## src/include/rv32BranchUnit_params.svh

```systemverilog
`ifndef RV32_BRANCH_UNIT_PARAMS_SVH
`define RV32_BRANCH_UNIT_PARAMS_SVH

// Data words and addresses
`define WORD_WIDTH 32

// Distance to the next instruction, no compressed set
`define PC_STEP 4

// RV32I control-flow opcodes
`define OPCODE_JAL 7'b1101111
`define OPCODE_JALR 7'b1100111
`define OPCODE_BRANCH 7'b1100011

`endif
```

## src/source/branchUnitTypes.sv

```systemverilog
`default_nettype none

`include "rv32BranchUnit_params.svh"

package branchUnitTypes;

	// Register values, immediates and addresses
	typedef logic [`WORD_WIDTH - 1:0] Word_t;

	typedef logic [31:0] Instruction_t; // Always 32 bits in RV32I
	typedef logic [2:0] Funct3_t;
	typedef logic [6:0] Opcode_t;

	// How the branch stage forms the next PC
	typedef enum logic [1:0]
	{
		INCREMENT,
		JAL,
		JALR,
		BRANCH
	} BranchALUMode_t;

endpackage

`default_nettype wire

```

## src/source/branchUnitTop.sv

```systemverilog
`default_nettype none

module branchUnitTop
(
	input logic clock,
	input logic arstN,

	// Instruction in
	input logic inValid,
	output logic inReady,
	input branchUnitTypes::Instruction_t instruction,
	input branchUnitTypes::Word_t pcOfInstruction,
	input branchUnitTypes::Word_t rs1,
	input branchUnitTypes::Word_t rs2,

	// Next PC and link value out
	output logic outValid,
	input logic outReady,
	output branchUnitTypes::Word_t programCounterInput,
	output branchUnitTypes::Word_t branchALUOutput,
	output logic linkWrite,
	output logic branchALUBadFunct3
);

	// Decode to branch stage
	logic decValid;
	logic decReady;
	branchUnitTypes::BranchALUMode_t branchALUMode;
	branchUnitTypes::Funct3_t funct3;
	branchUnitTypes::Word_t immediateI;
	branchUnitTypes::Word_t immediateJ;
	branchUnitTypes::Word_t immediateB;
	branchUnitTypes::Word_t decPc;
	branchUnitTypes::Word_t decRs1;
	branchUnitTypes::Word_t decRs2;

	branchDecoder decoder
	(
		.clock, .arstN,
		.inValid, .inReady, .instruction, .pcOfInstruction, .rs1, .rs2,
		.decValid, .decReady, .branchALUMode, .funct3,
		.immediateI, .immediateJ, .immediateB,
		.decPc, .decRs1, .decRs2
	);

	branchALU alu
	(
		.clock, .arstN,
		.decValid, .decReady, .branchALUMode, .funct3,
		.immediateI, .immediateJ, .immediateB,
		.decPc, .decRs1, .decRs2,
		.outValid, .outReady,
		.programCounterInput, .branchALUOutput,
		.linkWrite, .branchALUBadFunct3
	);

endmodule

`default_nettype wire

```

## src/source/branchALU.sv

```systemverilog
`default_nettype none

`include "rv32BranchUnit_params.svh"

module branchALU
(
	input logic clock,
	input logic arstN,

	// From the decode stage
	input logic decValid,
	output logic decReady,
	input branchUnitTypes::BranchALUMode_t branchALUMode,
	input branchUnitTypes::Funct3_t funct3,
	input branchUnitTypes::Word_t immediateI,
	input branchUnitTypes::Word_t immediateJ,
	input branchUnitTypes::Word_t immediateB,
	input branchUnitTypes::Word_t decPc,
	input branchUnitTypes::Word_t decRs1,
	input branchUnitTypes::Word_t decRs2,

	// Downstream side
	output logic outValid,
	input logic outReady,
	output branchUnitTypes::Word_t programCounterInput,
	output branchUnitTypes::Word_t branchALUOutput,
	output logic linkWrite,
	output logic branchALUBadFunct3
);

	branchUnitTypes::Word_t nextSequentialPc;
	branchUnitTypes::Word_t nextJalPc;
	branchUnitTypes::Word_t jalrSum;
	branchUnitTypes::Word_t nextJalrPc;
	branchUnitTypes::Word_t nextBranchPc;
	branchUnitTypes::Word_t nextPc;
	logic branchTaken;
	logic badFunct3;
	logic nextLinkWrite;
	logic loadOutput;

	// Target adders
	assign nextSequentialPc = decPc + branchUnitTypes::Word_t'(`PC_STEP);
	assign nextJalPc = decPc + immediateJ;
	assign jalrSum = decRs1 + immediateI;
	assign nextJalrPc = {jalrSum[`WORD_WIDTH - 1:1], 1'b0}; // ISA clears bit 0
	assign nextBranchPc = decPc + immediateB;

	// Branch comparator
	always_comb
	begin
		case (funct3)
			3'b000: branchTaken = decRs1 == decRs2; // beq
			3'b001: branchTaken = decRs1 != decRs2; // bne
			3'b100: branchTaken = $signed(decRs1) < $signed(decRs2); // blt
			3'b101: branchTaken = $signed(decRs1) >= $signed(decRs2); // bge
			3'b110: branchTaken = decRs1 < decRs2; // bltu
			3'b111: branchTaken = decRs1 >= decRs2; // bgeu
			default: branchTaken = 1'b0; // 010 and 011 never branch
		endcase
	end

	// Only branches care about funct3 here
	assign badFunct3 = (branchALUMode == branchUnitTypes::BRANCH) &&
		((funct3 == 3'b010) || (funct3 == 3'b011));

	// Next PC selection
	always_comb
	begin
		case (branchALUMode)
			branchUnitTypes::JAL: nextPc = nextJalPc;
			branchUnitTypes::JALR: nextPc = nextJalrPc;
			branchUnitTypes::BRANCH:
				nextPc = branchTaken ? nextBranchPc : nextSequentialPc;
			default: nextPc = nextSequentialPc; // INCREMENT
		endcase
	end

	// rd gets the return address for jumps
	assign nextLinkWrite = (branchALUMode == branchUnitTypes::JAL) ||
		(branchALUMode == branchUnitTypes::JALR);

	assign decReady = !outValid || outReady;
	assign loadOutput = decValid && decReady;

	always_ff @(posedge clock, negedge arstN)
	begin
		if (!arstN)
		begin
			outValid <= 1'b0;
			linkWrite <= 1'b0;
			branchALUBadFunct3 <= 1'b0;
		end
		else
		begin
			if (decReady)
				outValid <= decValid;
			if (loadOutput)
			begin
				linkWrite <= nextLinkWrite;
				branchALUBadFunct3 <= badFunct3;
			end
		end
	end

	// Result words
	always_ff @(posedge clock)
	begin
		if (loadOutput)
		begin
			programCounterInput <= nextPc;
			branchALUOutput <= nextSequentialPc; // Link value is always pc + 4
		end
	end

	// Decoder must hand over a known mode with every item
	property modeKnownWhenValid;
		@(posedge clock) disable iff (!arstN)
		decValid |-> !$isunknown(branchALUMode);
	endproperty

	assertModeKnown: assert property (modeKnownWhenValid)
	else
		$error("Unknown branch mode from decode stage");

endmodule

`default_nettype wire

```

## src/source/branchDecoder.sv

```systemverilog
`default_nettype none

`include "rv32BranchUnit_params.svh"

module branchDecoder
(
	input logic clock,
	input logic arstN,

	// Upstream side
	input logic inValid,
	output logic inReady,
	input branchUnitTypes::Instruction_t instruction,
	input branchUnitTypes::Word_t pcOfInstruction,
	input branchUnitTypes::Word_t rs1,
	input branchUnitTypes::Word_t rs2,

	// Towards the branch stage
	output logic decValid,
	input logic decReady,
	output branchUnitTypes::BranchALUMode_t branchALUMode,
	output branchUnitTypes::Funct3_t funct3,
	output branchUnitTypes::Word_t immediateI,
	output branchUnitTypes::Word_t immediateJ,
	output branchUnitTypes::Word_t immediateB,
	output branchUnitTypes::Word_t decPc,
	output branchUnitTypes::Word_t decRs1,
	output branchUnitTypes::Word_t decRs2
);

	branchUnitTypes::Opcode_t opcode;
	branchUnitTypes::BranchALUMode_t nextMode;
	branchUnitTypes::Word_t nextImmediateI;
	branchUnitTypes::Word_t nextImmediateJ;
	branchUnitTypes::Word_t nextImmediateB;
	logic loadDecode;

	assign opcode = instruction[6:0];

	// Opcode to mode
	always_comb
	begin
		case (opcode)
			`OPCODE_JAL: nextMode = branchUnitTypes::JAL;
			`OPCODE_JALR: nextMode = branchUnitTypes::JALR;
			`OPCODE_BRANCH: nextMode = branchUnitTypes::BRANCH;
			default: nextMode = branchUnitTypes::INCREMENT; // Loads, stores, ALU ops, etc
		endcase
	end

	// Immediates, all sign extended from instruction bit 31
	assign nextImmediateI =
	{
		{(`WORD_WIDTH - 12){instruction[31]}},
		instruction[31:20]
	};

	assign nextImmediateJ =
	{
		{(`WORD_WIDTH - 21){instruction[31]}},
		instruction[31],
		instruction[19:12],
		instruction[20],
		instruction[30:21],
		1'b0 // Halfword aligned
	};

	assign nextImmediateB =
	{
		{(`WORD_WIDTH - 13){instruction[31]}},
		instruction[31],
		instruction[7],
		instruction[30:25],
		instruction[11:8],
		1'b0
	};

	// Empty register, or its item leaves this cycle
	assign inReady = !decValid || decReady;
	assign loadDecode = inValid && inReady;

	always_ff @(posedge clock, negedge arstN)
	begin
		if (!arstN)
			decValid <= 1'b0;
		else if (inReady)
			decValid <= inValid;
	end

	// Payload only changes on an accepted input
	always_ff @(posedge clock)
	begin
		if (loadDecode)
		begin
			branchALUMode <= nextMode;
			funct3 <= instruction[14:12];
			immediateI <= nextImmediateI;
			immediateJ <= nextImmediateJ;
			immediateB <= nextImmediateB;
			decPc <= pcOfInstruction;
			decRs1 <= rs1;
			decRs2 <= rs2;
		end
	end

	// A stalled item stays put until the branch stage takes it
	property decodeHeldWhileStalled;
		@(posedge clock) disable iff (!arstN)
		(decValid && !decReady) |=>
			(decValid &&
			$stable(branchALUMode) &&
			$stable(funct3) &&
			$stable(immediateI) &&
			$stable(immediateJ) &&
			$stable(immediateB) &&
			$stable(decPc) &&
			$stable(decRs1) &&
			$stable(decRs2));
	endproperty

	assertDecodeHeld: assert property (decodeHeldWhileStalled)
	else
		$error("Decode stage output changed while stalled");

endmodule

`default_nettype wire

```

## config.mk

```make
export PLATFORM = sky130hd
export DESIGN_NAME = branchUnitTop
export DESIGN_NICKNAME = d
export VERILOG_FILES = /design/src/source/branchUnitTypes.sv /design/src/source/branchUnitTop.sv /design/src/source/branchALU.sv /design/src/source/branchDecoder.sv
export VERILOG_INCLUDE_DIRS = /design/src /design/src/include
export SDC_FILE = /design/constraint.sdc
export NUM_CORES = 1
export LEC_CHECK = 0
export BUFFER_PORTS_ARGS = -buffer_cell sky130_fd_sc_hd__buf_2
export CAP_MARGIN = 0
export CORE_MARGIN = 2
export CORE_UTILIZATION = 52
export DETAILED_ROUTE_END_ITERATION = 8
export GPL_TIMING_DRIVEN = 0
export HOLD_SLACK_MARGIN = 0.05
export PLACE_DENSITY = 0.77
export SYNTH_ARGS = -nofsm -noshare
export SYNTH_HDL_FRONTEND = slang
export SYNTH_SLANG_ARGS = --single-unit
```

## constraint.sdc

```tcl
create_clock -name clock -period 3.55 [get_ports clock]
set_clock_uncertainty 0.05 [all_clocks]
set_input_delay 0 -clock clock [delete_from_list [all_inputs] [get_ports clock]]
set_output_delay 0 -clock clock [all_outputs]
set_load 0.005 [all_outputs]
```

# After elaboration in Yosys (flattened, before gate mapping)
# Cells that the tools add are included.
[word_totals]
regBits = 213
input_bits = 132
out_inout_bits = 68
elab_cells = 51
[op_classes]
addsub = 4
order_cmp = 4
n_eq_ne = 15
n_mux = 4
n_reduce_logical = 10
[ops]
columns = ["op", "n"]
rows = [
  ["$add 32x32->32", 3],
  ["$pmux 32 s3", 1],
  ["$ge 32x32->1", 2],
  ["$lt 32x32->1", 2],
  ["$add 32x3->32 const B", 1],
  ["$eq 32x32->1", 1],
  ["$mux 32", 1],
  ["$ne 32x32->1", 1],
  ["$eq 7x7->1 const B", 3],
  ["$eq 3x3->1 const B", 4],
  ["$eq 3x2->1 const B", 2],
  ["$pmux 1 s6", 1],
  ["$pmux 2 s3", 1],
  ["$eq 2x2->1 const B", 2],
  ["$logic_or 1x1->1", 4],
  ["$eq 3x1->1 const B", 1],
  ["$logic_and 1x1->1", 3],
  ["$logic_not 3->1", 1],
  ["$eq 2x1->1 const B", 1],
  ["$logic_not 1->1", 2],
]

# Depth between registers and ports, before layout
# Gate-level depths: netlist of the first run.
[logic_depth]
ltp_word = 4
mapped_depth = 14
mapped_depth_nobuf = 12

# Cells and area by module
# Synthesis of the first run repeated with hierarchy kept, for this count alone.
[hier_totals]
hier_cells = 1347
area_unflattened_um2 = 13748.2
[by_module_without_submodules]
columns = ["mod", "n_inst", "cells_each", "area_per_inst_um2", "seq_area_each_um2"]
rows = [
  ["branchALU", 1, 1140, 9391.5, 1996.9],
  ["branchDecoder", 1, 207, 4356.7, 3718.6],
]

# Worst setup path before layout of the first run
# No wires, ideal clock.
[synth_timing]
kind = "reg-to-reg"
startpoint = "reg alu.outValid"
endpoint = "reg decoder.branchALUMode[0] (enable)"
setup_ps = 497
arrival_time_ps = 3394
required_time_ps = 3003
slack_ps = -391
path_stages_with_launch = 3
n_path_buf = 0
synth_period_minus_slack_ps = 3941
path_cell_list = "dfrtp_1 nand3b_1 and2_1"
[synth_via]
elab_chain_len = 4
[synth_lines]
columns = ["element", "line_no", "text"]
rows = [
  ["start, declared", "branchALU.sv:23", "output logic outValid,"],
  ["start signal, assigned", "branchALU.sv:97", "outValid <= decValid;"],
  ["$logic_not 1->1", "branchALU.sv:83", "assign decReady = !outValid || outReady;"],
  ["$logic_or 1x1->1", "branchALU.sv:83", ""],
  ["$logic_or 1x1->1", "branchDecoder.sv:79", "assign inReady = !decValid || decReady;"],
  ["via inReady", "branchUnitTop.sv:10", "output logic inReady,"],
  ["$logic_and 1x1->1", "branchDecoder.sv:80", "assign loadDecode = inValid && inReady;"],
  ["via decoder.loadDecode", "branchDecoder.sv:36", "logic loadDecode;"],
  ["end signal, assigned", "branchDecoder.sv:95", "branchALUMode <= nextMode;"],
  ["end, declared", "branchDecoder.sv:21", "output branchUnitTypes::BranchALUMode_t branchALUMode,"],
]
# The timed path passes the listed nets, and every way through them passes these cells.
# A chain may end at the register's enable or synchronous reset.

# Final worst setup path of the first run
[layout_timing]
startpoint = "reg decoder.decRs1[1]"
endpoint = "reg alu.programCounterInput[26] (data pin)"
[layout_via]
elab_chain_len = 4
elab_cells_between_ends = 10
cone_classes = "add/sub: 1; order compare: 4; eq/ne: 2; mux: 3"
[layout_lines]
columns = ["element", "line_no", "text"]
rows = [
  ["start, declared", "branchDecoder.sv:27", "output branchUnitTypes::Word_t decRs1,"],
  ["start signal, assigned", "branchDecoder.sv:101", "decRs1 <= rs1;"],
  ["$ge 32x32->1 (tied with other cells)", "branchALU.sv:58", "3'b111: branchTaken = decRs1 >= decRs2;"],
  ["$pmux 1 s6", "branchALU.sv:52", "case (funct3)"],
  ["$mux 32", "branchALU.sv:74", "nextPc = branchTaken ? nextBranchPc : nextSequentialPc;"],
  ["$pmux 32 s3 *", "branchALU.sv:70", "case (branchALUMode)"],
  ["via alu.nextPc[26]", "branchALU.sv:36", "branchUnitTypes::Word_t nextPc;"],
  ["end signal, assigned", "branchALU.sv:111", "programCounterInput <= nextPc;"],
  ["end, declared", "branchALU.sv:25", "output branchUnitTypes::Word_t programCounterInput,"],
]
# The timed path passes the listed nets; every way through them passes the cells marked *.

==> results.md, run 1 <==
* Synth area leaders: edfxtp_1 (46%), ha_1 (11%), xnor2_1 (5.3%)
* TNS Setup at 0 ns
* Dominant cell type by area after synthesis: edfxtp_1
* Clk Latency, worst-skew pair at 0.45 ns
* CP delay by family, top: compound AO/OA/AOI/OAI gates
* Final hold viol count at 0
* Final HPWL DP at 24.1 mm
* Cell Chain, Critical Path: ha_4 -> nor2b_4 -> o211ai_1 -> a2111oi_1 -> or4b_1 -> a21o_1 -> mux2_4 -> o211ai_4 -> nor2_2 -> a211o_1 -> a221o_1
* Port buffer count at 199
* Crit path DAT at 3.66 ns
* Leak pwr at 6.60 nW
* Endpoints failing setup at 0
* Crit end category: flop
* Worst vdd ir at 0.236 mV
* Req. time, crit path at 3.70 ns
* Total track usage at 0.285
* # rows at 55
* Layout cell share with drive strength beyond 1 at 0.212
* Initial antenna violation count at 1
* Slowest cell delay on critical path at 0.53 ns
* Cell area after synthesis at 12100 um^2
* Routed wire length at 35.0 mm
* H-tree Lvls at 4
* CTS Buffer Depth at 2
* Vias at 10579
* Top_reg_cell synth: edfxtp_1
* Inst Count DP at 1645
* Status: finished clean
* CP max-delay cell: or4b_1
* Post-synth top area share at 0.463
* Util after Layout at 0.699
* Vias in the first global route at 10207
* Period utilisation layout at 0.988
* Die Area at 24500 um^2
* Num CTS Buffers at 17
* Die Span X at 157 um
* First-pass GRT wire length at 53.4 mm
* Syn_nets at 1375
* Max-slew headroom at the worst pin at 0.476
* Remaining DRCs at 0
* Type of element launching the critical path: flop
* Final Non-Filler Cells at 1830
* CTS clk-pin slew, worst paths at 0.08 ns
* Pwr/cell area at 408 nW/um^2
* FF+latch count, synth at 191
* Initial drt markers at 889
* Most frequent cells in the layout: buf_2 (205), edfxtp_1 (187), dlygate4sd3_1 (130)
* Slew @ Worst Pin at 0.786 ns
* CP Max Fanout at 4
* Library cells used by synthesis at 67
* Worst Setup SP: decoder.decRs1[1]$_DFFE_PP_
* Period minus WS final at 3.51 ns
* Die Span Y at 157 um
* Post-synth EDFFs at 187
* Root buffer cell: clkbuf_16
* Maxcap violations at 0
* GR Overflow Total at 0
* # clock sinks at 191
* Num ports at 200
* Commonest non-fill, non-tap cell in the layout: buf_2
* RePlAce Congestion at 0.923
* Largest net degree at the start of global routing at 76
* Core area at 22800 um^2
* Synthesis Warnings at 0
* RSZ-0062 raised after global routing: true
* Post-synthesis cell count at 1130
* Starting density of the core at 0.532
* Slew Limit Fails at 0
* R2R Path Start: decoder.decRs1[1]$_DFFE_PP_
* CP bufs+invs at 0
* First-pass DRT Iterations at 5
* Routed len/inst at 19.1 um
* Post-synth ARST share at 0.0209
* CTS tree: done
* Min-delay src: rs2[6]
* Post-route antenna net violation count at 0
* Fmax at 285 MHz
* Via-per-instance ratio at 5.78
* Worst hold path type: in -> reg
* Syn avg cell area at 10.7 um^2
* Layout area overhead at 31.3%
* Critical path class: reg -> reg
* Fraction of the yosys area taken by sequential cells at 0.472
* Nets at 1748
[worst paths after layout]
check	endpoint	slack [ns]	cells past startpoint
worst max-delay path	alu.programCounterInput[26]$_DFFE_PP_	0.04	11
worst min register to register	alu.branchALUOutput[0]$_DFFE_PP_	0.43	0
worst min-delay path	decoder.decRs2[6]$_DFFE_PP_	0.21	2
min in group asynchronous	alu.outValid$_DFFE_PN0P_	0.40	3
max in group asynchronous	decoder.decValid$_DFFE_PN0N_	2.86	3
worst max register to register	alu.programCounterInput[26]$_DFFE_PP_	0.04	11
[synth_stat cells (8+ instances only)]
master    instances
edfxtp_1        187
a21oi_1         127
ha_1            110
xnor2_1          73
nand2_1          68
nor2_1           66
inv_1            57
o21ai_0          56
a21o_1           47
nand3_1          38
xor2_1           33
clkbuf_1         23
nand4_1          23
a221oi_1         19
o21bai_1         18
and3_1           12
o21a_1           12
a211oi_1         11
a22oi_1          10
o211ai_1         10
nand2b_1          9
nor3_1            9
and2_1            8
[logic make-up after synthesis]
| logic type | synth area share |
|---|---|
| DFF | 0.472 |
| muxes | 0.00464 |
| AOI/OAI and AO/OA | 0.197 |
| adders and majority gates | 0.118 |
| buffers and inverters | 0.0298 |
| xor gates and xnor gates | 0.0766 |
| and+or+nand+nor | 0.102 |
[registers in the layout, summed over array words and instances, names as in the netlist, 5 cells and up]
register / cells
alu.branchALUOutput: 32
alu.programCounterInput: 32
decoder.decPc: 32
decoder.decRs1: 32
decoder.decRs2: 32
decoder.immediateI: 12
decoder.immediateJ: 6
decoder.immediateB: 5
[routing by layer]
layer	vias up	GRT usage	routed length [um]
li1	5049	-	-
met1	5027	0.390	15400
met2	446	0.469	16400
met3	57	0.0451	2490
met4	0	0.0839	753
met5	-	0	0
[power by group]
part	switching [mW]	internal, mW	total (mW)
logic	1.00	0.802	1.80
clock network	0.960	0.938	1.90
registers	0.105	2.69	2.80
total	2.07	4.43	6.50
[what timing repair did]
action / 4_1_cts / 5_1_grt
hold buffers: 130 / 0
endpoints found under the hold margin: 130 / 0
setup endpoints to repair: 31 / 31
gates cloned: 0 / 0
gates resized for setup: 22 / 40
pin swaps: 10 / 21
setup buffers: 12 / 11
[area by class of cell]
class,instances,area [um^2]
repair buffers,355,2560
clock inverters,14,148
multi-input cells,848,6300
plain buffers,33,163
fillers,1689,6860
flip-flops and latches,191,5720
clock buffers,18,429
inverters,57,214
well taps,313,392
diodes,1,2.50
[stage by stage]
step	cell area, um^2	setup WS [ns]	total power [mW]	hold slack, ns
global placement	13500	-0.932	4.33	-0.241
floorplan	12100	0.00750	3.88	-0.346
detailed placement	13600	-0.447	4.37	-0.237
CTS	15700	-0.0270	6.39	0.191
global route	15900	-0.0379	6.79	0.199
finish	15900	0.0411	6.50	0.206
(Power assumes the default switching activity.)
==> inputs of run 2 (changes only) <==
--- a/config.mk
+++ b/config.mk
@@ -9,11 +9,13 @@
 export BUFFER_PORTS_ARGS = -buffer_cell sky130_fd_sc_hd__buf_2
 export CAP_MARGIN = 0
 export CORE_MARGIN = 2
-export CORE_UTILIZATION = 52
+export CORE_UTILIZATION = 55
+export CTS_CLUSTER_SIZE = 30
 export DETAILED_ROUTE_END_ITERATION = 8
 export GPL_TIMING_DRIVEN = 0
 export HOLD_SLACK_MARGIN = 0.05
-export PLACE_DENSITY = 0.77
+export PLACE_DENSITY = 0.78
+export REMOVE_ABC_BUFFERS = 1
 export SYNTH_ARGS = -nofsm -noshare
 export SYNTH_HDL_FRONTEND = slang
 export SYNTH_SLANG_ARGS = --single-unit
==> constraint.sdc (replaced) <==
create_clock -name clock -period 3.45 [get_ports clock]
set_clock_uncertainty 0.05 [all_clocks]
set_input_delay 0 -clock clock [delete_from_list [all_inputs] [get_ports clock]]
set_output_delay 0 -clock clock [all_outputs]
set_load 0.005 [all_outputs]
==> run 2 against run 1 <==
  * The run now ends with negative setup slack left
  * Sequential cell count unchanged
  * First-iteration DRC count increased by 21%
  * Global-route usage increased by 2.1 points
  * Clock-buffer cell count decreased by 1
  * Die area decreased by 5.3%
  * Final cell count decreased by 2.2%
  * Clock power increased by 4%
  * Register-to-register slack got worse by 0.08 ns
  * Critical path type unchanged
  * Critical endpoint unchanged
==> results.md, run 2 (same netlist as run 1, synthesis figures left out) <==
* Status: finished, violations left
* Failing checks: negative setup slack
* Seq pwr share at 0.425 (-0.006)
* Die Span X at 152 um (-2.7%)
* Top Usage Layer GRT: met2
* Inst Count DP at 1579 (-4.0%)
* RSZ-0062 raised after global routing: true
* Maxcap violations at 0 (unchanged)
* Num CTS Buffers at 17 (unchanged)
* Post-layout power at 6.78 mW (+4.2%)
* Period minus WS final at 3.49 ns (-0.0222 ns)
* Clk pwr share at 0.290 (-0.002)
* Starting density of the core at 0.557 (+0.0250)
* Nets at 1742 (-0.34%)
* Max-slew headroom at the worst pin at 0.118 (-0.358)
* First-pass GRT wire length at 55.7 mm (+4.2%)
* H-tree Lvls at 4 (unchanged)
* TNS Setup at -0.0484 ns (-0.0484 ns)
* Initial drt markers at 1077 (+21%)
* Layout cell share with drive strength beyond 1 at 0.231 (+0.0189)
* Num ports at 200 (unchanged)
* Worst vdd ir at 0.320 mV (+35%)
* Final HPWL DP at 23.0 mm (-4.7%)
* Crit path DAT at 3.61 ns (-0.05 ns)
* Total track usage at 0.305 (+0.0206)
* Multi-input gate area at 6380 um^2 (+1.4%)
* First-pass DRT Iterations at 6 (+1)
* Largest net degree at the start of global routing at 70 (-7.9%)
* Clk Latency, worst-skew pair at 0.45 ns (about the same)
* Vias in the first global route at 10515 (+3.0%)
* CTS Buffer Depth at 2 (unchanged)
* Layout area overhead at 31.9%
* Slew Limit Fails at 0 (unchanged)
* Port buffer count at 199 (unchanged)
* Commonest non-fill, non-tap cell in the layout: buf_2
* Reg area at 5720 um^2 (unchanged)
* Period utilisation layout at 1.01 (+0.0222)
* Routed len/inst at 20.1 um (+5.0%)
* Leak pwr at 6.65 nW (+0.67%)
* Via-per-instance ratio at 6.05 (+4.7%)
* Routed wire length at 36.0 mm (+2.7%)
* N_diodes at 0 (-1)
* Final setup margin at -0.0367 ns (-0.0778 ns)
* Final hold viol count at 0 (unchanged)
* Most frequent cells in the layout: buf_2 (199), edfxtp_1 (187), dlygate4sd3_1 (130)
* Initial antenna violation count at 0 (-1)
* Pwr/cell area at 424 nW/um^2 (+3.7%)
* Remaining DRCs at 0 (unchanged)
* CP Max Fanout at 4 (unchanged)
* # clock sinks at 191 (unchanged)
* RePlAce Congestion at 0.915 (-0.85%)
* Die Area at 23200 um^2 (-5.3%)
* GR Overflow Total at 0 (unchanged)
* CTS clk-pin slew, worst paths at 0.08 ns (about the same)
* Type of element launching the critical path: flop
* # rows at 54 (-1.8%)
* Grt met3 use at 0.0609 (+0.0157)
* Fill cells at 1498 (-11%)
* Fraction of power spent switching nets at 0.313 (-0.00486)
* Endpoints failing setup at 2 (+2)
* Met1 Use GR at 0.409 (+0.0191)
* Logic pwr share at 0.284 (+0.007)
* Root buffer cell: clkbuf_16
* Psw at 2.12 mW (+2.6%)
* Final Non-Filler Cells at 1789 (-2.2%)
* Worst hold path type: in -> reg
* Crit end category: flop
* Fmax at 287 MHz (+0.64%)
* Vias at 10823 (+2.3%)
* Slew @ Worst Pin at 1.32 ns (+0.537 ns)
* Req. time, crit path at 3.58 ns (-0.12 ns)
* Pint at 4.65 mW (+5.0%)
* CTS tree: done
* Die Span Y at 152 um (-2.7%)
* Critical path class: reg -> reg
* Post-route antenna net violation count at 0 (unchanged)
* Met2 usage in global routing at 0.505 (+0.0357)
* Core area at 21800 um^2 (-4.5%)
[run 2: cell types whose count changed in the layout (fill, tap and decap cells not counted), moves of 4 or more]
cell | previous run | this run
buf_2 | 205 | 199
o21ai_1 | 5 | 11
ha_2 | 2 | 10
clkbuf_1 | 22 | 0
ha_1 | 106 | 100
buf_4 | 22 | 42
o21ai_0 | 50 | 46
[run 2: final timing paths]
kind                                                          to  cells past startpoint  slack [ns]                         from
max in group asynchronous           decoder.decValid$_DFFE_PN0N_                      3        2.72                        arstN
max reg2reg                alu.programCounterInput[26]$_DFFE_PP_                     11       -0.04  decoder.decRs1[1]$_DFFE_PP_
min in group asynchronous              alu.linkWrite$_DFFE_PN0P_                      3        0.45                        arstN
min reg2reg                     alu.branchALUOutput[0]$_DFFE_PP_                      0        0.44   decoder.decPc[0]$_DFFE_PP_
max                        alu.programCounterInput[26]$_DFFE_PP_                     11       -0.04  decoder.decRs1[1]$_DFFE_PP_
min                                  decoder.decRs2[5]$_DFFE_PP_                      2        0.21                       rs2[5]
[run 2: cell type report]
class | instances | share of cell area
Sequential cell | 191 | 0.357
Tap cell | 280 | 0.0219
Timing Repair Buffer | 379 | 0.172
Multi-Input combinational cell | 851 | 0.399
Clock buffer | 17 | 0.0266
Clock inverter | 14 | 0.00931
Inverter | 57 | 0.0134
[run 2: routing by layer]
layer / wire, um / part of all wire
met1: 14600 / 0.41
met2: 17100 / 0.48
met3: 3300 / 0.092
met4: 981 / 0.027
met5: 0 / 0
[run 2: stage by stage]
step | utilization | instance area [um^2] | worst slack (ns) | hold WS (ns)
after floorplan | - | 12000 | -0.491 | -0.346
after global placement | 0.612 | 13300 | -1.60 | -0.242
after detailed placement | 0.617 | 13400 | -1.30 | -0.241
after CTS | 0.720 | 15700 | -0.0327 | 0.191
after global routing | 0.735 | 16000 | -0.110 | 0.205
final | 0.735 | 16000 | -0.0367 | 0.205
[run 2: repair_timing]
item                                   CTS  global route
gates cloned                             3             0
setup endpoints to repair               31            26
setup buffers                           24            22
endpoints found under the hold margin  129             0
resized for setup                       27            50
pin swaps                               12            19
hold buffers                           130             0
[run 2: worst max-delay path: stages (launching register included)]
cell and delay, ns:
edfxtp_1 0.40, ha_1 0.30, nor2b_1 0.13, o211ai_1 0.19, a2111oi_1 0.10, or4b_1 0.52
a21o_1 0.21, mux2_4 0.33, o211ai_4 0.27, nor2_4 0.10, a211o_1 0.26, a221o_1 0.35
[run 2: power groups by stage]
stage / clock network, mW / registers [mW] / logic, mW
final: 1.97 / 2.88 / 1.93
after global routing: 2.07 / 2.90 / 2.10
after CTS: 1.98 / 2.88 / 1.78
after detailed placement: 0 / 2.94 / 1.54
after global placement: 0 / 2.96 / 1.48
after floorplan: 0 / 2.92 / 1.06
